## src/rv_isa_pkg.sv

```systemverilog
package rv_isa_pkg;

        localparam int XLEN = 32;

        localparam logic [6:0] OP_LUI    = 7'b0110111;
        localparam logic [6:0] OP_AUIPC  = 7'b0010111;
        localparam logic [6:0] OP_JAL    = 7'b1101111;
        localparam logic [6:0] OP_JALR   = 7'b1100111;
        localparam logic [6:0] OP_BRANCH = 7'b1100011;
        localparam logic [6:0] OP_LOAD   = 7'b0000011;
        localparam logic [6:0] OP_STORE  = 7'b0100011;
        localparam logic [6:0] OP_OPIMM  = 7'b0010011;
        localparam logic [6:0] OP_OP     = 7'b0110011;

        // alu funct3
        localparam logic [2:0] F3_ADD_SUB = 3'b000;
        localparam logic [2:0] F3_SLL     = 3'b001;
        localparam logic [2:0] F3_SLT     = 3'b010;
        localparam logic [2:0] F3_SLTU    = 3'b011;
        localparam logic [2:0] F3_XOR     = 3'b100;
        localparam logic [2:0] F3_SR      = 3'b101; // srl or sra by funct7[5]
        localparam logic [2:0] F3_OR      = 3'b110;
        localparam logic [2:0] F3_AND     = 3'b111;

        // branch funct3
        localparam logic [2:0] F3_BEQ  = 3'b000;
        localparam logic [2:0] F3_BNE  = 3'b001;
        localparam logic [2:0] F3_BLT  = 3'b100;
        localparam logic [2:0] F3_BGE  = 3'b101;
        localparam logic [2:0] F3_BLTU = 3'b110;
        localparam logic [2:0] F3_BGEU = 3'b111;

        typedef struct packed {
                logic [6:0] funct7;
                logic [4:0] rs2;
                logic [4:0] rs1;
                logic [2:0] funct3;
                logic [4:0] rd;
                logic [6:0] opcode;
        } r_fmt_t;

        typedef struct packed {
                logic [11:0] imm;
                logic [4:0]  rs1;
                logic [2:0]  funct3;
                logic [4:0]  rd;
                logic [6:0]  opcode;
        } i_fmt_t;

        typedef struct packed {
                logic [6:0] imm_hi;
                logic [4:0] rs2;
                logic [4:0] rs1;
                logic [2:0] funct3;
                logic [4:0] imm_lo;
                logic [6:0] opcode;
        } s_fmt_t;

        typedef struct packed {
                logic       imm12;
                logic [5:0] imm10_5;
                logic [4:0] rs2;
                logic [4:0] rs1;
                logic [2:0] funct3;
                logic [3:0] imm4_1;
                logic       imm11;
                logic [6:0] opcode;
        } b_fmt_t;

        typedef struct packed {
                logic [19:0] imm;
                logic [4:0]  rd;
                logic [6:0]  opcode;
        } u_fmt_t;

        typedef struct packed {
                logic       imm20;
                logic [9:0] imm10_1;
                logic       imm11;
                logic [7:0] imm19_12;
                logic [4:0] rd;
                logic [6:0] opcode;
        } j_fmt_t;

        typedef union packed {
                r_fmt_t r;
                i_fmt_t i;
                s_fmt_t s;
                b_fmt_t b;
                u_fmt_t u;
                j_fmt_t j;
        } inst_u;

endpackage
```

## src/rv_regfile.sv

```systemverilog
`timescale 1ns/1ps

module rv_regfile (
        input  logic                            clk,
        input  logic                            arst_n_i,
        input  logic [4:0]                      rs1_i,
        input  logic [4:0]                      rs2_i,
        input  logic [4:0]                      rd_i,
        input  logic                            wr_en_i,
        input  logic [rv_isa_pkg::XLEN-1:0]     wr_data_i,
        output logic [rv_isa_pkg::XLEN-1:0]     rs1_data_o,
        output logic [rv_isa_pkg::XLEN-1:0]     rs2_data_o
);
        logic [rv_isa_pkg::XLEN-1:0] regs [32];

        always_ff @(posedge clk or negedge arst_n_i) begin
                if (!arst_n_i) begin
                        for (int k = 0; k < 32; k++) begin
                                regs[k] <= '0;
                        end
                end else if (wr_en_i && rd_i != 5'd0) begin
                        regs[rd_i] <= wr_data_i;
                end
        end

        assign rs1_data_o = (rs1_i == 5'd0) ? '0 : regs[rs1_i]; // x0
        assign rs2_data_o = (rs2_i == 5'd0) ? '0 : regs[rs2_i];

endmodule

```

## config.mk

```make
export PLATFORM = sky130hd
export DESIGN_NAME = rv_regfile
export DESIGN_NICKNAME = d
export VERILOG_FILES = /design/src/rv_isa_pkg.sv /design/src/rv_regfile.sv
export SDC_FILE = /design/constraint.sdc
export NUM_CORES = 2
export LEC_CHECK = 0
export BUFFER_PORTS_ARGS = -buffer_cell sky130_fd_sc_hd__buf_2
export CORE_MARGIN = 5
export CORE_UTILIZATION = 34
export DETAILED_ROUTE_END_ITERATION = 12
export PLACE_DENSITY = 0.45
export SKIP_LAST_GASP = 1
export SYNTH_ARGS = -nofsm -noshare
export SYNTH_HDL_FRONTEND = slang
export SYNTH_SLANG_ARGS = --single-unit
```

## constraint.sdc

```tcl
create_clock -name clk -period 6.8 [get_ports clk]
set_input_delay 1.36 -clock clk [delete_from_list [all_inputs] [get_ports clk]]
set_output_delay 1.36 -clock clk [all_outputs]
set_load 0.01 [all_outputs]
```

==> impl_metrics.json <==
{
  "via_per_inst": 6.00,
  "cp-start-kind": "input port",
  "synth_edf_count": 0,
  "yosysUniqueCellTypes": 35,
  "ys_ff_latch": 1024,
  "grt-ovfl-total": 0,
  "drv_slew": 0,
  "post_cts_resize_count": 0,
  "path_clk_slew_ps": 50,
  "synth_mux_area_share_pct": 42.8,
  "finalWorstSetupSlack_ps": 1040,
  "cp.arrival_ps": 4400,
  "yosysMostFrequentCell": "mux2_2",
  "vias": 34400,
  "floorplan.rows": 146,
  "core-area_sq_um": 159000,
  "netlist_top_cells_area": "dfrtp_1 47%, mux2_2 22%, mux4_2 19%",
  "ys_warn_count": 0,
  "maxCapViolCount": 0,
  "die_w_um": 410,
  "grt_setup_unrepaired": "false",
  "synth_top_area_share_pct": 47.1,
  "worstPathMaxFanout": 25,
  "use_met1_pct": 33.5,
  "path_cells": "buf_2 > or2_4 > or4_2 > buf_12 > o21ai_0 > a311oi_1 > buf_2",
  "cts_tree": "yes",
  "worstHoldPathType": "register to register",
  "dp.cells": 5496,
  "first_pass_iters": 5,
  "critPathCaptureType": "primary output",
  "yosysSeqAreaShare_pct": 47.1,
  "largest_reg_flops": 1024,
  "hpwl_mm": 116,
  "gr-usage-met2_pct": 35.8,
  "drcViolationCount": 0,
  "cts_hold_buffers": 0,
  "io_buffers": 113,
  "largest_register": "regs",
  "synth_top_area_cell": "dfrtp_1",
  "synth_compound_area_share_pct": 4.84,
  "grt-busiest-layer": "met2",
  "power.total_mw": 18.5,
  "fin_util_pct": 38.6,
  "powerDensity_nw_per_um2": 302,
  "grt_util_met3_pct": 5.05,
  "min_period_over_period_pct": 84.7,
  "die_h_um": 410,
  "pin_count": 114,
  "worst_pin_slew_ps": 1260,
  "cts_buffers": 130,
  "ys.flop_type": "dfrtp_1",
  "post_cts_buffers": 0,
  "finalSetupViolCount": 0,
  "die_area_sq_um": 168000,
  "drt_wl_total_mm": 198,
  "slowest_delay_ps": 810,
  "grt_pass1_vias": 35400,
  "yosys.area_share.simple_pct": 1.61,
  "synth_cells": 3621,
  "clock_path_buffers": 3,
  "ir_drop_mv": 0.244,
  "synth_top_family_by_area": "multiplexers",
  "synth_fp_nets": 3671,
  "drive_above_1_share_pct": 54.0,
  "hold_violations": 0,
  "ant_nets": 0,
  "grt_pass1_wl_mm": 282,
  "yosys.area_share.adder_pct": 0,
  "leakagePower_nw": 26.0,
  "nNetsFinal": 3606,
  "crit_type": "input port to primary output",
  "max_freq_ghz": 0.174,
  "async_flop_share_pct": 100,
  "fillers": 14700,
  "cts-root-buf": "clkbuf_16",
  "status": "completed",
  "worstPathRequired_ps": 5440,
  "post-place-ws_ps": 1040,
  "fin_setup_tns_ps": 0,
  "yosys-top-cells-count": "1046 x mux2_2, 1024 x dfrtp_1, 448 x mux4_2",
  "htree_levels": 4,
  "place.gp.congestion": 0.769,
  "start_util_pct": 34.2,
  "synth-xor-area-share_pct": 0,
  "grt_util_all_layers_pct": 23.4,
  "maxSlewHeadroom_pct": 16.0,
  "fin_skew_ps": 0,
  "syn_area_sq_um": 54400,
  "antenna_found_initial": 25,
  "period_needed_ps": 5760,
  "slowest_stage": "a311oi_1",
  "grt_max_degree": 151,
  "syn_to_final_growth_pct": 12.8,
  "cts_sinks": 1024,
  "worstSkewPairLatency_ps": 760,
  "drt_first_iter_violations": 2709,
  "wl_per_cell_um": 34.5,
  "reg_top3": "regs x1024",
  "cpMostUsedCell": "buf_2",
  "fin_cells": 5731,
  "avgSynthCellArea_sq_um": 15.0
}
==> worst max-delay path: cells and delay by family <==
family,cells,cell delay [ps]
AOI/OAI and AO/OA,2,950
and+or+nand+nor,2,900
buffers and inverters,3,1130
==> power breakdown <==
group | internal [mW] | switching [mW] | leakage (nW)
logic | 2.12 | 1.51 | 10.9
clock network | 3.99 | 2.82 | 2.04
registers | 7.26 | 0.823 | 13.1
total | 13.4 | 5.15 | 26.0
==> cell type report <==
cell class | count | area, sq um | area share (%)
Clock buffer | 193 | 3810 | 6.22
Sequential cell | 1024 | 25600 | 41.8
Multi-Input combinational cell | 2163 | 27100 | 44.1
Antenna cell | 10 | 25.0 | 0.0408
Tap cell | 2072 | 2590 | 4.23
Clock inverter | 32 | 313 | 0.510
Inverter | 2 | 12.5 | 0.0204
Timing Repair Buffer | 235 | 1890 | 3.09
==> routing by layer <==
| layer | vias to the layer above | share of wire, % |
|---|---|---|
| met5 | - | 0.015 |
| met4 | 6 | 3.0 |
| met3 | 272 | 6.4 |
| met2 | 1090 | 45 |
| met1 | 19100 | 45 |
| li1 | 14000 | - |
==> cell families (layout without fill, tap and decap cells) <==
group           Yosys count  after routing
mux                    1632           1632
simple gates            165            165
buf+inv                 434            462
other cells               0             10
compound gates          366            366
flops                  1024           1024
==> path summary, 6_finish.rpt <==
path                                   to       start  slack, ps  depth (start not counted)
max                        rs1_data_o[25]    rs1_i[4]       1040                          7
max in group asynchronous       regs[869]    arst_n_i       4580                          3
min reg2reg                    regs[1013]  regs[1013]        390                          0
min                            regs[1013]  regs[1013]        390                          0
max reg2reg                     regs[312]   regs[312]       6000                          1
min in group asynchronous       regs[760]    arst_n_i        620                          1
==> through the flow <==
stage | hold slack [ps] | instance area [sq um]
2_1_floorplan | 441 | 54400
3_3_place_gp | 377 | 57200
3_5_place_dp | 382 | 57200
4_1_cts | 396 | 61300
5_1_grt | 407 | 61300
6_report | 391 | 61300
==> placed cells by master (no fill, tap or decap), types with 8 or more instances in the layout <==
master	instances
clkinv_2	15
inv_6	9
buf_12	28
dfrtp_1	1024
mux2i_1	128
mux4_2	448
o21ai_1	9
o21ai_0	101
clkbuf_8	26
clkbuf_16	133
a311oi_1	63
clkbuf_1	34
nand2_4	8
nand2_1	38
a22oi_1	64
o2111ai_1	18
mux2_2	1046
diode_2	10
nor2_4	14
mux2_1	10
a211oi_1	64
nor2b_1	66
buf_2	106
a221oi_1	46
buf_4	94
No activity file was read; power rests on OpenSTA's default activity.
