$ cat src/rv_ctrl_pkg.sv
package rv_ctrl_pkg;

        typedef enum logic [3:0] {
                ALU_ADD,
                ALU_SUB,
                ALU_AND,
                ALU_OR,
                ALU_XOR,
                ALU_SLT,
                ALU_SLTU,
                ALU_SLL,
                ALU_SRL,
                ALU_SRA,
                ALU_PASSB // lui
        } alu_op_e;

        typedef enum logic [2:0] {
                BR_NONE,
                BR_EQ,
                BR_NE,
                BR_LT,
                BR_GE,
                BR_LTU,
                BR_GEU
        } br_cond_e;

        typedef enum logic [1:0] {
                WB_ALU,
                WB_MEM,
                WB_PC4
        } wb_sel_e;

        typedef enum logic {
                SRC_A_RS1,
                SRC_A_PC
        } src_a_e;

        typedef enum logic {
                SRC_B_RS2,
                SRC_B_IMM
        } src_b_e;

endpackage

$ cat src/rv_isa_pkg.sv
package rv_isa_pkg;

        localparam int XLEN = 32;

        localparam logic [6:0] OP_LUI    = 7'b0110111;
        localparam logic [6:0] OP_AUIPC  = 7'b0010111;
        localparam logic [6:0] OP_JAL    = 7'b1101111;
        localparam logic [6:0] OP_JALR   = 7'b1100111;
        localparam logic [6:0] OP_BRANCH = 7'b1100011;
        localparam logic [6:0] OP_LOAD   = 7'b0000011;
        localparam logic [6:0] OP_STORE  = 7'b0100011;
        localparam logic [6:0] OP_OPIMM  = 7'b0010011;
        localparam logic [6:0] OP_OP     = 7'b0110011;

        // alu funct3
        localparam logic [2:0] F3_ADD_SUB = 3'b000;
        localparam logic [2:0] F3_SLL     = 3'b001;
        localparam logic [2:0] F3_SLT     = 3'b010;
        localparam logic [2:0] F3_SLTU    = 3'b011;
        localparam logic [2:0] F3_XOR     = 3'b100;
        localparam logic [2:0] F3_SR      = 3'b101; // srl or sra by funct7[5]
        localparam logic [2:0] F3_OR      = 3'b110;
        localparam logic [2:0] F3_AND     = 3'b111;

        // branch funct3
        localparam logic [2:0] F3_BEQ  = 3'b000;
        localparam logic [2:0] F3_BNE  = 3'b001;
        localparam logic [2:0] F3_BLT  = 3'b100;
        localparam logic [2:0] F3_BGE  = 3'b101;
        localparam logic [2:0] F3_BLTU = 3'b110;
        localparam logic [2:0] F3_BGEU = 3'b111;

        typedef struct packed {
                logic [6:0] funct7;
                logic [4:0] rs2;
                logic [4:0] rs1;
                logic [2:0] funct3;
                logic [4:0] rd;
                logic [6:0] opcode;
        } r_fmt_t;

        typedef struct packed {
                logic [11:0] imm;
                logic [4:0]  rs1;
                logic [2:0]  funct3;
                logic [4:0]  rd;
                logic [6:0]  opcode;
        } i_fmt_t;

        typedef struct packed {
                logic [6:0] imm_hi;
                logic [4:0] rs2;
                logic [4:0] rs1;
                logic [2:0] funct3;
                logic [4:0] imm_lo;
                logic [6:0] opcode;
        } s_fmt_t;

        typedef struct packed {
                logic       imm12;
                logic [5:0] imm10_5;
                logic [4:0] rs2;
                logic [4:0] rs1;
                logic [2:0] funct3;
                logic [3:0] imm4_1;
                logic       imm11;
                logic [6:0] opcode;
        } b_fmt_t;

        typedef struct packed {
                logic [19:0] imm;
                logic [4:0]  rd;
                logic [6:0]  opcode;
        } u_fmt_t;

        typedef struct packed {
                logic       imm20;
                logic [9:0] imm10_1;
                logic       imm11;
                logic [7:0] imm19_12;
                logic [4:0] rd;
                logic [6:0] opcode;
        } j_fmt_t;

        typedef union packed {
                r_fmt_t r;
                i_fmt_t i;
                s_fmt_t s;
                b_fmt_t b;
                u_fmt_t u;
                j_fmt_t j;
        } inst_u;

endpackage
$ cat src/rv_execute.sv
`timescale 1ns/1ps

module rv_execute (
        input  logic [rv_isa_pkg::XLEN-1:0]     pc_i,
        input  logic [rv_isa_pkg::XLEN-1:0]     rs1_data_i,
        input  logic [rv_isa_pkg::XLEN-1:0]     rs2_data_i,
        input  logic [rv_isa_pkg::XLEN-1:0]     imm_i,
        input  rv_ctrl_pkg::alu_op_e            alu_op_i,
        input  rv_ctrl_pkg::src_a_e             src_a_i,
        input  rv_ctrl_pkg::src_b_e             src_b_i,
        input  rv_ctrl_pkg::br_cond_e           br_cond_i,
        input  logic                            jump_i,
        output logic [rv_isa_pkg::XLEN-1:0]     alu_result_o,
        output logic                            take_o
);
        localparam int XLEN = rv_isa_pkg::XLEN;

        logic [XLEN-1:0] op_a;
        logic [XLEN-1:0] op_b;
        logic [XLEN-1:0] alu;
        logic [4:0]      shamt;
        logic            cmp;

        assign op_a  = (src_a_i == rv_ctrl_pkg::SRC_A_PC)  ? pc_i  : rs1_data_i;
        assign op_b  = (src_b_i == rv_ctrl_pkg::SRC_B_IMM) ? imm_i : rs2_data_i;
        assign shamt = op_b[4:0];

        always_comb begin
                case (alu_op_i)
                        rv_ctrl_pkg::ALU_ADD:   alu = op_a + op_b;
                        rv_ctrl_pkg::ALU_SUB:   alu = op_a - op_b;
                        rv_ctrl_pkg::ALU_AND:   alu = op_a & op_b;
                        rv_ctrl_pkg::ALU_OR:    alu = op_a | op_b;
                        rv_ctrl_pkg::ALU_XOR:   alu = op_a ^ op_b;
                        rv_ctrl_pkg::ALU_SLT:   alu = {{(XLEN-1){1'b0}}, $signed(op_a) < $signed(op_b)};
                        rv_ctrl_pkg::ALU_SLTU:  alu = {{(XLEN-1){1'b0}}, op_a < op_b};
                        rv_ctrl_pkg::ALU_SLL:   alu = op_a << shamt;
                        rv_ctrl_pkg::ALU_SRL:   alu = op_a >> shamt;
                        rv_ctrl_pkg::ALU_SRA:   alu = $signed(op_a) >>> shamt;
                        rv_ctrl_pkg::ALU_PASSB: alu = op_b;
                        default:                alu = '0;
                endcase
        end

        always_comb begin
                case (br_cond_i)
                        rv_ctrl_pkg::BR_EQ:  cmp = rs1_data_i == rs2_data_i;
                        rv_ctrl_pkg::BR_NE:  cmp = rs1_data_i != rs2_data_i;
                        rv_ctrl_pkg::BR_LT:  cmp = $signed(rs1_data_i) < $signed(rs2_data_i);
                        rv_ctrl_pkg::BR_GE:  cmp = $signed(rs1_data_i) >= $signed(rs2_data_i);
                        rv_ctrl_pkg::BR_LTU: cmp = rs1_data_i < rs2_data_i;
                        rv_ctrl_pkg::BR_GEU: cmp = rs1_data_i >= rs2_data_i;
                        default:             cmp = 1'b0; // no branch
                endcase
        end

        assign take_o = cmp | jump_i;

        // jal targets are even already, so clearing bit 0 only matters for jalr
        assign alu_result_o = jump_i ? {alu[XLEN-1:1], 1'b0} : alu;

endmodule

$ cat config.mk
export PLATFORM = sky130hd
export DESIGN_NAME = rv_execute
export DESIGN_NICKNAME = d
export VERILOG_FILES = /design/src/rv_ctrl_pkg.sv /design/src/rv_isa_pkg.sv /design/src/rv_execute.sv
export SDC_FILE = /design/constraint.sdc
export NUM_CORES = 1
export LEC_CHECK = 0
export ABC_AREA = 1
export BUFFER_PORTS_ARGS = -buffer_cell sky130_fd_sc_hd__buf_2
export CAP_MARGIN = 20
export CORE_ASPECT_RATIO = 1.25
export CORE_MARGIN = 2
export CORE_UTILIZATION = 62
export DETAILED_ROUTE_END_ITERATION = 6
export PLACE_DENSITY_LB_ADDON = 0.08
export REMOVE_ABC_BUFFERS = 1
export SLEW_MARGIN = 30
export SYNTH_ARGS = -nofsm -noshare
export SYNTH_HDL_FRONTEND = slang
export SYNTH_SLANG_ARGS = --single-unit
$ cat constraint.sdc
create_clock -name vclk -period 3.7
set_input_delay 0.185 -clock vclk [all_inputs]
set_output_delay 0.185 -clock vclk [all_outputs]
set_load 0.05 [all_outputs]
==> out/metrics.csv <==
stage;metric;value;unit
synthesis;Seq/Total Area, Yosys;0;
global_route;Total GRT Usage;0.511;
drt;Vias/cell;6.34;
sta;Slew Viols, Final;0;
sta;fin crit share;0.990;
critical_path;required time of the critical path;3.51;ns
critical_path;Crit path arrival time;3.48;ns
global_route;largest net degree at the start of global routing;73;
finish;Reg area;0;um2
hold_path;hold crit path type;input port to primary output;
global_route;initial antenna violation count;0;
floorplan;number of core rows;55;
power;peak supply drop;0.000149;V
sta;RSZ-0062 raised after global routing;yes;
sta;Final Setup Violations;0;
critical_path;Setup crit start kind;input port;
synthesis;Yosys cell types;51;
floorplan;Initial Util;0.631;
global_route;vias in the first global route;15200;
drt;DRC;33;
finish;post-route cell area;12600;um2
placement;placed instance area;12500;um2
synthesis;synthesized cell area;11400;um2
power;leakage;7.10;nW
drt;routed via count;16900;
finish;layout cell share with drive strength beyond 1;0.123;
global_route;GR Overflow Total;0;
synthesis;Synth top cells by count;nand2_1, nand3_1, inv_1, nor2_1, a21oi_1;
power;Pwr Total;2.57;mW
synthesis;Yosys warning count;0;
run_status;failing checks;DRC;
finish;Synth-to-Final Area Change;10.0;%
drt;First-pass DRT Iterations;7;
finish;Seq cells;0;
power;power per cell area;204;nW/um2
critical_path;critical path class;input port to primary output;
drt;Final Routed Wirelength;52400;um
sta;slew margin rel.;0.479;
synthesis;Synth area leaders;nand2_1, ha_1, nand3_1;
placement;routability cong.;1.25;
job;maxcap violations;0;
placement;Post-DP HPWL;41700;um
floorplan;Die Ht;156;um
global_route;global-route wire length before repair;80300;um
finish;ant diodes;0;
finish;Nets;2712;
placement;PortBufs;171;
critical_path;crit path max fanout;23;
finish;clkbuf count;0;
critical_path;Worst setup EP type;primary output;
drt;routed len/inst;19.6;um
floorplan;IO Pins;171;
sta;count of final hold-check violations;0;
floorplan;die area;19500;um2
sta;highest clock rate;0.273;GHz
drt;DRT iter0 DRCs;2846;
drt;remaining antenna violation count;0;
floorplan;Die X;125;um
sta;Slew @ Worst Pin;0.782;ns
floorplan;Core Region;18100;um2
synthesis;post-synth top area share;0.267;
synthesis;area leader, netlist;nand2_1;
synthesis;Syn Inst Count;2316;
run_status;status;finished, violations left;
synthesis;Avg Cell Area, Syn;4.93;um2
sta;fin crit period;3.66;ns
synthesis;count leader, synth;nand2_1;
placed cells by master (no fill, tap or decap), drive strengths merged, types with 3 or more instances in the layout:
cell type and n:
a21oi 149, o22ai 11, o221ai 7, nand2 816
or2 32, nor4 4, a21boi 6, o21ai 171
o21a 8, nand3b 8, a221oi 3, nor3 30
o21bai 8, nor2 188, a211oi 5, ha 129
a31oi 3, nand3 289, o2111ai 3, inv 281
buf 225, o211ai 14, nand4 33, clkinv 3
per-stage QoR:
| step | setup slack, ns | TNS [ns] | instances | util | hold WS, ns |
|---|---|---|---|---|---|
| 6_report | 0.0363 | 0 | 2669 | 0.694 | 0.772 |
| 5_1_grt | -0.0139 | -0.0139 | 2669 | 0.694 | 0.807 |
| 4_1_cts | 0.0225 | 0 | 2669 | 0.691 | 0.777 |
| 3_5_place_dp | 0.00411 | 0 | 2669 | 0.691 | 0.774 |
| 3_3_place_gp | 0.0163 | 0 | 2669 | 0.691 | 0.768 |
| 2_1_floorplan | -0.857 | -20.09 | 2216 | - | 0.635 |
what timing repair did:
item                                    in CTS  in global routing
endpoints found under the setup margin       1                 10
pin swaps                                    0                  0
hold buffers                                 0                  0
gates resized for setup                      1                 19
setup buffers                                0                  0
worst max-delay path, cell delays in order:
cell and delay [ns]:
buf_2 0.19, inv_2 0.21, buf_12 0.20, nand2_1 0.07, nand2_1 0.26, inv_1 0.08, ha_1 0.45, inv_1 0.15
a21oi_1 0.27, o21ai_0 0.25, a21o_1 0.22, nand3b_1 0.20, nand2_1 0.09, nand2_1 0.05, nor2_1 0.09, nor2_1 0.05
nand3_1 0.14, buf_2 0.30
where the power goes:
group	internal, mW	total (mW)	switching [mW]
Clock	0	0	0
Combinational	0.733	2.57	1.83
Sequential	0	0	0
Total	0.733	2.57	1.83
routing by layer:
metal,vias up,part of all wire,global-route usage
met1,7294,0.35,0.603
li1,7823,-,-
met5,-,0,0
met3,324,0.14,0.128
met4,0,0.10,0.413
met2,1473,0.41,0.785
cell type report:
cell class                      count  area [um2]
Fill cell                        1806        5540
Inverter                          284        1070
Multi-Input combinational cell   1932        9910
Tap cell                          228         285
Timing Repair Buffer              225        1290
path summary, 6_finish.rpt:
kind / start / slack (ns) / end / cells past startpoint
min: jump_i / 0.77 / alu_result_o[0] / 5
max: src_a_i / 0.04 / alu_result_o[19] / 18
cells by family after synthesis:
logic type / after synthesis / share of synthesized area
buffers and inverters: 384 / 0.137
xor gates and xnor gates: 1 / 0.000767
adders and majority gates: 131 / 0.145
AOI/OAI and AO/OA: 394 / 0.197
and+or+nand+nor: 1406 / 0.520
No activity file was read; power rests on OpenSTA's default activity.
