$ cat config.mk
export PLATFORM = sky130hd
export DESIGN_NAME = rv_result
export DESIGN_NICKNAME = d
export VERILOG_FILES = /design/src/rv_ctrl_pkg.sv /design/src/rv_isa_pkg.sv /design/src/rv_result.sv
export SDC_FILE = /design/constraint.sdc
export NUM_CORES = 1
export LEC_CHECK = 0
export BUFFER_PORTS_ARGS = -buffer_cell sky130_fd_sc_hd__buf_2
export CAP_MARGIN = 20
export CORE_ASPECT_RATIO = 1.4
export CORE_UTILIZATION = 45
export DETAILED_ROUTE_END_ITERATION = 7
export GPL_TIMING_DRIVEN = 0
export MAX_ROUTING_LAYER = met4
export PLACE_DENSITY = 0.81
export SKIP_CTS_REPAIR_TIMING = 1
export SLEW_MARGIN = 0
export SYNTH_ARGS = -nofsm -noshare
export SYNTH_HDL_FRONTEND = slang
export SYNTH_SLANG_ARGS = --single-unit
$ cat constraint.sdc
create_clock -name clk -period 2.3 [get_ports clk]
set_input_delay 0.345 -clock clk [delete_from_list [all_inputs] [get_ports clk]]
set_output_delay 0.345 -clock clk [all_outputs]
set_load 0.02 [all_outputs]
$ cat src/rv_ctrl_pkg.sv
package rv_ctrl_pkg;

        typedef enum logic [3:0] {
                ALU_ADD,
                ALU_SUB,
                ALU_AND,
                ALU_OR,
                ALU_XOR,
                ALU_SLT,
                ALU_SLTU,
                ALU_SLL,
                ALU_SRL,
                ALU_SRA,
                ALU_PASSB // lui
        } alu_op_e;

        typedef enum logic [2:0] {
                BR_NONE,
                BR_EQ,
                BR_NE,
                BR_LT,
                BR_GE,
                BR_LTU,
                BR_GEU
        } br_cond_e;

        typedef enum logic [1:0] {
                WB_ALU,
                WB_MEM,
                WB_PC4
        } wb_sel_e;

        typedef enum logic {
                SRC_A_RS1,
                SRC_A_PC
        } src_a_e;

        typedef enum logic {
                SRC_B_RS2,
                SRC_B_IMM
        } src_b_e;

endpackage

$ cat src/rv_isa_pkg.sv
package rv_isa_pkg;

        localparam int XLEN = 32;

        localparam logic [6:0] OP_LUI    = 7'b0110111;
        localparam logic [6:0] OP_AUIPC  = 7'b0010111;
        localparam logic [6:0] OP_JAL    = 7'b1101111;
        localparam logic [6:0] OP_JALR   = 7'b1100111;
        localparam logic [6:0] OP_BRANCH = 7'b1100011;
        localparam logic [6:0] OP_LOAD   = 7'b0000011;
        localparam logic [6:0] OP_STORE  = 7'b0100011;
        localparam logic [6:0] OP_OPIMM  = 7'b0010011;
        localparam logic [6:0] OP_OP     = 7'b0110011;

        // alu funct3
        localparam logic [2:0] F3_ADD_SUB = 3'b000;
        localparam logic [2:0] F3_SLL     = 3'b001;
        localparam logic [2:0] F3_SLT     = 3'b010;
        localparam logic [2:0] F3_SLTU    = 3'b011;
        localparam logic [2:0] F3_XOR     = 3'b100;
        localparam logic [2:0] F3_SR      = 3'b101; // srl or sra by funct7[5]
        localparam logic [2:0] F3_OR      = 3'b110;
        localparam logic [2:0] F3_AND     = 3'b111;

        // branch funct3
        localparam logic [2:0] F3_BEQ  = 3'b000;
        localparam logic [2:0] F3_BNE  = 3'b001;
        localparam logic [2:0] F3_BLT  = 3'b100;
        localparam logic [2:0] F3_BGE  = 3'b101;
        localparam logic [2:0] F3_BLTU = 3'b110;
        localparam logic [2:0] F3_BGEU = 3'b111;

        typedef struct packed {
                logic [6:0] funct7;
                logic [4:0] rs2;
                logic [4:0] rs1;
                logic [2:0] funct3;
                logic [4:0] rd;
                logic [6:0] opcode;
        } r_fmt_t;

        typedef struct packed {
                logic [11:0] imm;
                logic [4:0]  rs1;
                logic [2:0]  funct3;
                logic [4:0]  rd;
                logic [6:0]  opcode;
        } i_fmt_t;

        typedef struct packed {
                logic [6:0] imm_hi;
                logic [4:0] rs2;
                logic [4:0] rs1;
                logic [2:0] funct3;
                logic [4:0] imm_lo;
                logic [6:0] opcode;
        } s_fmt_t;

        typedef struct packed {
                logic       imm12;
                logic [5:0] imm10_5;
                logic [4:0] rs2;
                logic [4:0] rs1;
                logic [2:0] funct3;
                logic [3:0] imm4_1;
                logic       imm11;
                logic [6:0] opcode;
        } b_fmt_t;

        typedef struct packed {
                logic [19:0] imm;
                logic [4:0]  rd;
                logic [6:0]  opcode;
        } u_fmt_t;

        typedef struct packed {
                logic       imm20;
                logic [9:0] imm10_1;
                logic       imm11;
                logic [7:0] imm19_12;
                logic [4:0] rd;
                logic [6:0] opcode;
        } j_fmt_t;

        typedef union packed {
                r_fmt_t r;
                i_fmt_t i;
                s_fmt_t s;
                b_fmt_t b;
                u_fmt_t u;
                j_fmt_t j;
        } inst_u;

endpackage
$ cat src/rv_result.sv
`timescale 1ns/1ps

module rv_result #(
        parameter int ROM_ADDR_W = 11
) (
        input  logic                            clk,
        input  logic                            arst_n_i,
        input  rv_ctrl_pkg::wb_sel_e            wb_sel_i,
        input  logic                            take_i,
        input  logic [rv_isa_pkg::XLEN-1:0]     alu_result_i,
        input  logic [rv_isa_pkg::XLEN-1:0]     mem_data_i,
        output logic [rv_isa_pkg::XLEN-1:0]     pc_o,
        output logic [ROM_ADDR_W-1:0]           rom_addr_o,
        output logic [rv_isa_pkg::XLEN-1:0]     wb_data_o
);
        logic [rv_isa_pkg::XLEN-1:0] pc_q;
        logic [rv_isa_pkg::XLEN-1:0] pc_plus4;

        assign pc_plus4 = pc_q + 32'd4;

        always_ff @(posedge clk or negedge arst_n_i) begin
                if (!arst_n_i) begin
                        pc_q <= '0;
                end else begin
                        pc_q <= take_i ? alu_result_i : pc_plus4; // branch or jump target
                end
        end

        always_comb begin
                case (wb_sel_i)
                        rv_ctrl_pkg::WB_MEM: wb_data_o = mem_data_i;
                        rv_ctrl_pkg::WB_PC4: wb_data_o = pc_plus4; // link
                        default:             wb_data_o = alu_result_i;
                endcase
        end

        assign pc_o       = pc_q;
        assign rom_addr_o = pc_q[ROM_ADDR_W+1:2];

endmodule

==> impl_metrics.env <==
export IMPL_status="finished with violations"
export IMPL_violations="setup timing"
export IMPL_overflow=0
export IMPL_synth_compound_area_share_pct=14.5
export IMPL_min_path_type="primary input to async pin"
export IMPL_io_pins=144
export IMPL_synthSimpleGateAreaFrac_pct=20.3
export IMPL_die_area_mm2=0.00603
export IMPL_wire_per_inst_um=16.7
export IMPL_routedLengthMet1_mm=3.39
export IMPL_synth_seq_cells=32
export IMPL_crit_arrival_ns=2.22
export IMPL_synthCells=302
export IMPL_mostFrequentLayoutCell="buf_2"
export IMPL_maxCapViolCount=0
export IMPL_core_area_mm2=0.00553
export IMPL_cts_max_level=2
export IMPL_clock_latency_ns=0.29
export IMPL_required_ns=1.96
export IMPL_initialDrtViolationCount=167
export IMPL_num_rows=32
export IMPL_yosysTopAreaCell="dfrtp_1"
export IMPL_worst_slack_ns=-0.263
export IMPL_drc=0
export IMPL_largest_reg_flops=32
export IMPL_fin_crit_sh_pct=111
export IMPL_postRouteAntennaNets=0
export IMPL_endpoint="wb_data_o[20]"
export IMPL_wl_met3_um=658
export IMPL_ir_drop_uv=299
export IMPL_area_delta_synth_final_pct=46.4
export IMPL_dr_total_vias=2919
export IMPL_critical_path_class="flip-flop to output pin"
export IMPL_final_hold_viol_count=0
export IMPL_cp_end_kind="output pin"
export IMPL_crit_start="pc_o[2]$_DFF_PN0_"
export IMPL_cts_sinks=32
export IMPL_grt_max_degree=33
export IMPL_instances_no_fill=532
export IMPL_worst_hold_slack_ns=0.123
export IMPL_die_w_um=65.9
export IMPL_antenna_found_initial=0
export IMPL_routed_wl_mm=8.87
export IMPL_synth_distinct_cells=38
export IMPL_r2r_worst_path_cells=6
export IMPL_place_gp_congestion=0.845
export IMPL_clock_path_buffers=2
export IMPL_finalInstanceArea_mm2=0.00377
export IMPL_fin_crit_ns=2.56
export IMPL_nNetsFinal=535
export IMPL_die_y_um=91.5
export IMPL_grt_pass1_wl_mm=12.8
export IMPL_grt_pass1_vias=2661
export IMPL_setup_violations=21
export IMPL_path_clk_slew_ns=0.07
export IMPL_ys_async_sr_fraction_pct=100
export IMPL_synth_top_cell_area_share_pct=31.1
export IMPL_final_cell_mix="buf_2, nand2_1, buf_4, inv_1, dfrtp_1"
export IMPL_port_buffer_count=142
export IMPL_drive_above_1_share_pct=48.9
export IMPL_met2WireLength_mm=4.68
export IMPL_finalClockSkew_ns=0.00680
export IMPL_crit_fanout=6
export IMPL_synthFlopType="dfrtp_1"
export IMPL_power_density_mw_per_mm2=583
export IMPL_clockRootBuffer="clkbuf_8"
export IMPL_drv_slew=0
export IMPL_p_leak_nw=1.90
export IMPL_highest_layer="met4"
export IMPL_antenna_cells=0
export IMPL_start_kind="flip-flop"
export IMPL_reg2reg_slack_ns=0.44
export IMPL_yosys_area_share_xor_xnor_pct=9.18
export IMPL_setup_tns_final_ns=-2.72
export IMPL_r2r_end="pc_o[24]$_DFF_PN0_"
export IMPL_synthMuxAreaShare_pct=12.6
export IMPL_dr_pass1_iters=6
export IMPL_syn_cell_area_mm2=0.00257
export IMPL_finalCoreUtilization_pct=68.2
export IMPL_grt_usage_pct=28.4
export IMPL_syn_area_per_cell_um2=8.53
export IMPL_slew_headroom_pct=48.5
export IMPL_max_slew_worst_pin_slew_ns=0.772
export IMPL_vias_per_cell=5.49
export IMPL_dp_final_hpwl_mm=6.51
export IMPL_seq_area_frac_synth_pct=31.1
export IMPL_yosys_warnings=0
export IMPL_r2r_start="pc_o[2]$_DFF_PN0_"
export IMPL_synth_fa_ha_area_share_pct=1.46
export IMPL_cts_inserted_buffers=5
export IMPL_synth_edf_count=0
export IMPL_rsz0062_at_grt="yes"
export IMPL_syn_nets=374
export IMPL_synthTopCellsByArea="dfrtp_1, mux2i_1, nand2_1"
export IMPL_start_util_pct=46.6
export IMPL_fmax_mhz=390
export IMPL_cts_tree="yes"
export IMPL_placed_area_mm2=0.00341
export IMPL_placedCellCount=512
export IMPL_synth_top_family_by_area="simple AND/OR/NAND/NOR gates"
synthesized netlist by cell type (all sizes together) (2+ instances only):
| library cell | number |
|---|---|
| a21oi | 3 |
| a22oi | 12 |
| a2bb2oi | 2 |
| and2 | 3 |
| and3 | 8 |
| and4 | 2 |
| buf | 14 |
| clkbuf | 12 |
| dfrtp | 32 |
| ha | 3 |
| inv | 26 |
| mux2 | 11 |
| mux2i | 20 |
| nand2 | 53 |
| nand3 | 14 |
| nand4 | 9 |
| nor2 | 4 |
| nor3 | 4 |
| nor4 | 3 |
| o21ai | 16 |
| o221ai | 17 |
| xnor2 | 8 |
| xor2 | 19 |
critical path, cell delays in order, from the launching register on:
cell and delay [ns]:
dfrtp_2 0.44, ha_4 0.18, nand4_4 0.14, or4_4 0.51, nor3b_2 0.25, o21ai_1 0.10
a22oi_2 0.17, buf_6 0.14
layer usage:
| layer | track usage (%) | vias up |
|---|---|---|
| li1 | - | 1375 |
| met1 | 30.0 | 1379 |
| met2 | 52.8 | 150 |
| met3 | 4.90 | 15 |
| met4 | 7.27 | 0 |
| met5 | - | - |
layout make-up:
| cell class | count | area (um2) |
|---|---|---|
| fill | 460 | 1760 |
| multi-input combinational | 216 | 1650 |
| timing repair buffer | 154 | 838 |
| sequential | 32 | 815 |
| buffer | 28 | 188 |
| clock buffer | 8 | 100 |
| inverter | 26 | 97.6 |
| tap | 68 | 85.1 |
worst min-delay path by stage:
stage,from,endpoint
4_1_cts,arst_n_i,pc_o[26]$_DFF_PN0_
6_report,arst_n_i,pc_o[9]$_DFF_PN0_
2_1_floorplan,arst_n_i,pc_o[0]$_DFFE_PN0P_
5_1_grt,arst_n_i,pc_o[9]$_DFF_PN0_
3_5_place_dp,arst_n_i,pc_o[9]$_DFF_PN0_
3_3_place_gp,arst_n_i,pc_o[9]$_DFF_PN0_
power by group:
| part | switching (mW) | total, mW | internal [mW] |
|---|---|---|---|
| sequential | 0.113 | 0.747 | 0.634 |
| combinational | 0.560 | 0.964 | 0.403 |
| clock | 0.214 | 0.487 | 0.273 |
through the flow:
stage | power [mW] | worst slack [ns]
after global routing | 2.30 | -0.355
after detailed placement | 1.62 | -0.242
final | 2.20 | -0.263
after global placement | 1.60 | -0.218
after CTS | 2.11 | -0.445
after floorplan | 1.29 | 0.000776
kinds of logic after synthesis:
logic type / count (synthesis)
compound gates: 52
xor+xnor: 27
fa+ha+maj: 3
buf+inv: 54
flops: 32
mux: 31
simple gates: 103
Power figures use the tool's default switching activity.
