===== src/rv_ctrl_pkg.sv =====
package rv_ctrl_pkg;

        typedef enum logic [3:0] {
                ALU_ADD,
                ALU_SUB,
                ALU_AND,
                ALU_OR,
                ALU_XOR,
                ALU_SLT,
                ALU_SLTU,
                ALU_SLL,
                ALU_SRL,
                ALU_SRA,
                ALU_PASSB // lui
        } alu_op_e;

        typedef enum logic [2:0] {
                BR_NONE,
                BR_EQ,
                BR_NE,
                BR_LT,
                BR_GE,
                BR_LTU,
                BR_GEU
        } br_cond_e;

        typedef enum logic [1:0] {
                WB_ALU,
                WB_MEM,
                WB_PC4
        } wb_sel_e;

        typedef enum logic {
                SRC_A_RS1,
                SRC_A_PC
        } src_a_e;

        typedef enum logic {
                SRC_B_RS2,
                SRC_B_IMM
        } src_b_e;

endpackage


===== src/rv_isa_pkg.sv =====
package rv_isa_pkg;

        localparam int XLEN = 32;

        localparam logic [6:0] OP_LUI    = 7'b0110111;
        localparam logic [6:0] OP_AUIPC  = 7'b0010111;
        localparam logic [6:0] OP_JAL    = 7'b1101111;
        localparam logic [6:0] OP_JALR   = 7'b1100111;
        localparam logic [6:0] OP_BRANCH = 7'b1100011;
        localparam logic [6:0] OP_LOAD   = 7'b0000011;
        localparam logic [6:0] OP_STORE  = 7'b0100011;
        localparam logic [6:0] OP_OPIMM  = 7'b0010011;
        localparam logic [6:0] OP_OP     = 7'b0110011;

        // alu funct3
        localparam logic [2:0] F3_ADD_SUB = 3'b000;
        localparam logic [2:0] F3_SLL     = 3'b001;
        localparam logic [2:0] F3_SLT     = 3'b010;
        localparam logic [2:0] F3_SLTU    = 3'b011;
        localparam logic [2:0] F3_XOR     = 3'b100;
        localparam logic [2:0] F3_SR      = 3'b101; // srl or sra by funct7[5]
        localparam logic [2:0] F3_OR      = 3'b110;
        localparam logic [2:0] F3_AND     = 3'b111;

        // branch funct3
        localparam logic [2:0] F3_BEQ  = 3'b000;
        localparam logic [2:0] F3_BNE  = 3'b001;
        localparam logic [2:0] F3_BLT  = 3'b100;
        localparam logic [2:0] F3_BGE  = 3'b101;
        localparam logic [2:0] F3_BLTU = 3'b110;
        localparam logic [2:0] F3_BGEU = 3'b111;

        typedef struct packed {
                logic [6:0] funct7;
                logic [4:0] rs2;
                logic [4:0] rs1;
                logic [2:0] funct3;
                logic [4:0] rd;
                logic [6:0] opcode;
        } r_fmt_t;

        typedef struct packed {
                logic [11:0] imm;
                logic [4:0]  rs1;
                logic [2:0]  funct3;
                logic [4:0]  rd;
                logic [6:0]  opcode;
        } i_fmt_t;

        typedef struct packed {
                logic [6:0] imm_hi;
                logic [4:0] rs2;
                logic [4:0] rs1;
                logic [2:0] funct3;
                logic [4:0] imm_lo;
                logic [6:0] opcode;
        } s_fmt_t;

        typedef struct packed {
                logic       imm12;
                logic [5:0] imm10_5;
                logic [4:0] rs2;
                logic [4:0] rs1;
                logic [2:0] funct3;
                logic [3:0] imm4_1;
                logic       imm11;
                logic [6:0] opcode;
        } b_fmt_t;

        typedef struct packed {
                logic [19:0] imm;
                logic [4:0]  rd;
                logic [6:0]  opcode;
        } u_fmt_t;

        typedef struct packed {
                logic       imm20;
                logic [9:0] imm10_1;
                logic       imm11;
                logic [7:0] imm19_12;
                logic [4:0] rd;
                logic [6:0] opcode;
        } j_fmt_t;

        typedef union packed {
                r_fmt_t r;
                i_fmt_t i;
                s_fmt_t s;
                b_fmt_t b;
                u_fmt_t u;
                j_fmt_t j;
        } inst_u;

endpackage

===== src/rv_decode.sv =====
`timescale 1ns/1ps

module rv_decode (
        input  rv_isa_pkg::inst_u                    inst_i,
        output logic [4:0]                           rs1_o,
        output logic [4:0]                           rs2_o,
        output logic [4:0]                           rd_o,
        output logic signed [rv_isa_pkg::XLEN-1:0]   imm_o,
        output rv_ctrl_pkg::alu_op_e                 alu_op_o,
        output rv_ctrl_pkg::src_a_e                  src_a_o,
        output rv_ctrl_pkg::src_b_e                  src_b_o,
        output rv_ctrl_pkg::br_cond_e                br_cond_o,
        output logic                                 jump_o,
        output logic                                 mem_wr_o,
        output logic                                 reg_wr_o,
        output rv_ctrl_pkg::wb_sel_e                 wb_sel_o
);
        logic                   wr;     // before x0 mask
        logic                   alt;    // sub / sra select
        rv_ctrl_pkg::alu_op_e   alu_f3;

        assign rs1_o = inst_i.r.rs1;
        assign rs2_o = inst_i.r.rs2;
        assign rd_o  = inst_i.r.rd;

        // bit 30 picks sub only for register ops, sra for both
        assign alt = inst_i.r.funct7[5];

        always_comb begin
                case (inst_i.r.funct3)
                        rv_isa_pkg::F3_ADD_SUB: begin
                                if (inst_i.r.opcode == rv_isa_pkg::OP_OP && alt)
                                        alu_f3 = rv_ctrl_pkg::ALU_SUB;
                                else
                                        alu_f3 = rv_ctrl_pkg::ALU_ADD;
                        end
                        rv_isa_pkg::F3_SLL:  alu_f3 = rv_ctrl_pkg::ALU_SLL;
                        rv_isa_pkg::F3_SLT:  alu_f3 = rv_ctrl_pkg::ALU_SLT;
                        rv_isa_pkg::F3_SLTU: alu_f3 = rv_ctrl_pkg::ALU_SLTU;
                        rv_isa_pkg::F3_XOR:  alu_f3 = rv_ctrl_pkg::ALU_XOR;
                        rv_isa_pkg::F3_SR:   alu_f3 = alt ? rv_ctrl_pkg::ALU_SRA : rv_ctrl_pkg::ALU_SRL;
                        rv_isa_pkg::F3_OR:   alu_f3 = rv_ctrl_pkg::ALU_OR;
                        default:             alu_f3 = rv_ctrl_pkg::ALU_AND;
                endcase
        end

        always_comb begin
                imm_o     = '0;
                alu_op_o  = rv_ctrl_pkg::ALU_ADD;
                src_a_o   = rv_ctrl_pkg::SRC_A_RS1;
                src_b_o   = rv_ctrl_pkg::SRC_B_IMM;
                br_cond_o = rv_ctrl_pkg::BR_NONE;
                jump_o    = 1'b0;
                mem_wr_o  = 1'b0;
                wr        = 1'b0;
                wb_sel_o  = rv_ctrl_pkg::WB_ALU;
                case (inst_i.r.opcode)
                        rv_isa_pkg::OP_LUI: begin
                                imm_o    = {inst_i.u.imm, 12'b0};
                                alu_op_o = rv_ctrl_pkg::ALU_PASSB;
                                wr       = 1'b1;
                        end
                        rv_isa_pkg::OP_AUIPC: begin
                                imm_o   = {inst_i.u.imm, 12'b0};
                                src_a_o = rv_ctrl_pkg::SRC_A_PC;
                                wr      = 1'b1;
                        end
                        rv_isa_pkg::OP_JAL: begin
                                imm_o    = {{11{inst_i.j.imm20}}, inst_i.j.imm20,
                                            inst_i.j.imm19_12, inst_i.j.imm11,
                                            inst_i.j.imm10_1, 1'b0};
                                src_a_o  = rv_ctrl_pkg::SRC_A_PC;
                                jump_o   = 1'b1;
                                wr       = 1'b1;
                                wb_sel_o = rv_ctrl_pkg::WB_PC4;
                        end
                        rv_isa_pkg::OP_JALR: begin
                                imm_o    = {{20{inst_i.i.imm[11]}}, inst_i.i.imm};
                                jump_o   = 1'b1;
                                wr       = 1'b1;
                                wb_sel_o = rv_ctrl_pkg::WB_PC4;
                        end
                        rv_isa_pkg::OP_BRANCH: begin
                                imm_o   = {{19{inst_i.b.imm12}}, inst_i.b.imm12,
                                           inst_i.b.imm11, inst_i.b.imm10_5,
                                           inst_i.b.imm4_1, 1'b0};
                                src_a_o = rv_ctrl_pkg::SRC_A_PC; // alu forms the target
                                case (inst_i.b.funct3)
                                        rv_isa_pkg::F3_BEQ:  br_cond_o = rv_ctrl_pkg::BR_EQ;
                                        rv_isa_pkg::F3_BNE:  br_cond_o = rv_ctrl_pkg::BR_NE;
                                        rv_isa_pkg::F3_BLT:  br_cond_o = rv_ctrl_pkg::BR_LT;
                                        rv_isa_pkg::F3_BGE:  br_cond_o = rv_ctrl_pkg::BR_GE;
                                        rv_isa_pkg::F3_BLTU: br_cond_o = rv_ctrl_pkg::BR_LTU;
                                        rv_isa_pkg::F3_BGEU: br_cond_o = rv_ctrl_pkg::BR_GEU;
                                        default:             br_cond_o = rv_ctrl_pkg::BR_NONE;
                                endcase
                        end
                        rv_isa_pkg::OP_LOAD: begin
                                imm_o    = {{20{inst_i.i.imm[11]}}, inst_i.i.imm};
                                wr       = 1'b1;
                                wb_sel_o = rv_ctrl_pkg::WB_MEM;
                        end
                        rv_isa_pkg::OP_STORE: begin
                                imm_o    = {{20{inst_i.s.imm_hi[6]}}, inst_i.s.imm_hi,
                                            inst_i.s.imm_lo};
                                mem_wr_o = 1'b1;
                        end
                        rv_isa_pkg::OP_OPIMM: begin
                                imm_o    = {{20{inst_i.i.imm[11]}}, inst_i.i.imm};
                                alu_op_o = alu_f3;
                                wr       = 1'b1;
                        end
                        rv_isa_pkg::OP_OP: begin
                                src_b_o  = rv_ctrl_pkg::SRC_B_RS2;
                                alu_op_o = alu_f3;
                                wr       = 1'b1;
                        end
                        default: ; // nop
                endcase
        end

        assign reg_wr_o = wr && (inst_i.r.rd != 5'd0);

endmodule


===== config.mk =====
export PLATFORM = sky130hd
export DESIGN_NAME = rv_decode
export DESIGN_NICKNAME = d
export VERILOG_FILES = /design/src/rv_ctrl_pkg.sv /design/src/rv_isa_pkg.sv /design/src/rv_decode.sv
export SDC_FILE = /design/constraint.sdc
export NUM_CORES = 1
export LEC_CHECK = 0
export ABC_AREA = 1
export CAP_MARGIN = 20
export CORE_MARGIN = 1
export CORE_UTILIZATION = 60
export DETAILED_ROUTE_END_ITERATION = 10
export DONT_BUFFER_PORTS = 1
export GPL_TIMING_DRIVEN = 0
export PLACE_DENSITY_LB_ADDON = 0.2
export SLEW_MARGIN = 30
export SYNTH_ARGS = -nofsm -noshare
export SYNTH_HDL_FRONTEND = slang
export SYNTH_SLANG_ARGS = --single-unit
export TNS_END_PERCENT = 1

===== constraint.sdc =====
create_clock -name vclk -period 1.3
set_clock_uncertainty 0.05 [all_clocks]
set_input_delay 0.13 -clock vclk [all_inputs]
set_output_delay 0.13 -clock vclk [all_outputs]
set_load 0.005 [all_outputs]

==> impl_metrics.ini <==
[run_status]
status = finished, final reports clean

[setup_path]
required_ns = 1.12
cpLargestDelayFamily = simple AND/OR/NAND/NOR gates
worstPathArrival_ns = 1.07
start_kind = primary input
cp_slowest_cell = clkbuf_8
cp_cell_sequence = inv_1, nand2_1, nor2_4, clkbuf_8, nand2_2, nand3_4, nand2_4, buf_6, nand4_1
cp_slowest_stage_delay_ns = 0.16
end_kind = output pin
crit_buf_inv = 3
path_class = in -> out
crit_fanout = 10

[pwr]
power_density_mw_per_mm2 = 143.1
max-vdd-ir-drop_v = 0.00009595
sw_frac_of_total = 0.5557
p_total_mw = 0.1627
p_int_mw = 0.07231
p_switching_mw = 0.09042
power.leakage_nw = 0.7047
clock_power_share = 0
p_comb_frac = 1.000
p_seq_frac = 0

[floorplanning]
dieArea_mm2 = 0.001875
coreArea_mm2 = 0.001541
pin_count = 93
start_util = 0.6640
fp.dieH_um = 43.30
rows = 14
die_w_um = 43.30

[detailed_routing]
first_iter_violations = 34
dr.pass1.iters = 4
vias = 1271
route.detailed.drc = 0
antenna_left = 0
wl_per_cell_um = 13.67
avgViaCountPerCell = 5.967
drt_wl_total_mm = 2.912

[global_routing]
grt_start_max_net_pins = 11
antenna_found_initial = 0
gr-usage-all-layers = 0.2764
grt_pass1_wl_mm = 4.222
grt_overflow = 0
grt_pass1_vias = 960

[cells_and_area]
clock_buffers = 0
multi_input_area_um2 = 775.7
nets = 231
syn2layout_area_growth_pct = 11.12
seq_cell_count = 0
seqCellArea_um2 = 0
diodes = 0
final_cells = 213
drive_gt1_frac = 0.2386
nFillCells = 154

[logic_synthesis]
yosysTopAreaCell = nand2_1
netlist-cell-type-count = 23
yosysWarnings = 0
syn-mean-instance-area_um2 = 5.359
synth_area_mm2 = 0.001023
synth.area.top_cells = nand2_1, nand4_1, buf_4
yosysSeqAreaShare = 0
syn-num-nets = 223
yosysTopAreaCellShare = 0.2200
syn_inst = 191

[place]
dp_worst_setup_slack_ns = -0.07196
post-dp-hpwl_mm = 2.232
gp_routability_congestion = 0.8564
io_buffers = 0
dp.cells = 207

[sta]
setup_violations = 0
finalCritPeriodShare = 0.9582
period_minus_slack_ns = 1.246
setup_ws_ns = 0.05432
maxSlewViolCount = 0
relSlewSlack = 0.7420
timing.fmax_mhz = 802.8
hold_violations = 0
tightest_slew_ns = 0.3857

[hold_path]
hold_path_class = in -> out

[flow_run]
cap_violations = 0
## power by group through the flow
stage          logic (mW)  clock network, mW  registers [mW]
2_1_floorplan       0.130                  0               0
3_3_place_gp        0.144                  0               0
3_5_place_dp        0.147                  0               0
4_1_cts             0.152                  0               0
5_1_grt             0.179                  0               0
6_report            0.163                  0               0
## worst paths after layout
kind	slack, ns	endpoint	cells past startpoint	startpoint
worst min-delay path	0.25	br_cond_o[0]	1	inst_i[12]
worst max-delay path	0.05	imm_o[30]	9	inst_i[3]
## per-layer routing
layer	vias to the layer above	wire length [um]	global-route usage
li1	635	-	-
met2	65	1457	0.4806
met5	-	0	0
met3	0	226	0.02979
met4	0	0	0
met1	571	1228	0.3899
## logic make-up (layout without fill, tap and decap cells)
kind of cell	count (synthesis)	after routing	share of synthesized area
and+or+nand+nor	122	123	0.5990
buffers and inverters	49	54	0.2861
AOI/OAI and AO/OA	20	20	0.1149
## Yosys cell counts, drive strengths merged
master   n
a211oi   2
a21boi   5
a21oi    4
buf     21
clkbuf   3
inv     25
nand2   66
nand3   16
nand4   23
nor2    13
nor3     3
nor3b    1
o21ai    9
## cell usage in the layout (no fill, tap or decap)
cell type    n
nor3_2       1
nand2_1     57
nand3_4      1
clkbuf_8     1
o21ai_0      9
inv_2        2
nor3_4       1
nor2_8       1
clkbuf_1     1
clkinvlp_4   1
nor3b_1      1
nand2_4      5
nor3_1       2
inv_1       22
a21oi_1      4
nor2_2       1
buf_2        1
nor2_1       9
buf_4       18
nor2_4       2
nand3_1     15
clkbuf_4     1
a21boi_0     4
nand2_2      4
a21boi_1     1
a211oi_1     2
nand4_1     23
buf_6        7
## per-stage QoR
step,utilization,cell area (um^2),hold slack (ns),setup TNS [ns]
6_report,0.7378,1137,0.2476,0
5_1_grt,0.7378,1137,0.2510,-0.01468
4_1_cts,0.6932,1069,0.2488,0
3_5_place_dp,0.6769,1044,0.2488,-0.8724
3_3_place_gp,0.6769,1044,0.2484,-0.3619
2_1_floorplan,-,1023,0.2439,0
## cell type report
class | count | share of cell area
multi-input cells | 143 | 0.6821
well taps | 16 | 0.01760
inverters | 25 | 0.08581
repair buffers | 5 | 0.03960
plain buffers | 24 | 0.1749
## repair_timing
| action | in CTS | in global routing |
|---|---|---|
| endpoints found under the setup margin | 22 | 25 |
| hold buffers | 0 | 0 |
| cloned | 1 | 2 |
| gates resized for setup | 3 | 14 |
| buffers inserted | 1 | 2 |
| pin swaps | 3 | 8 |
(Power assumes the default switching activity.)
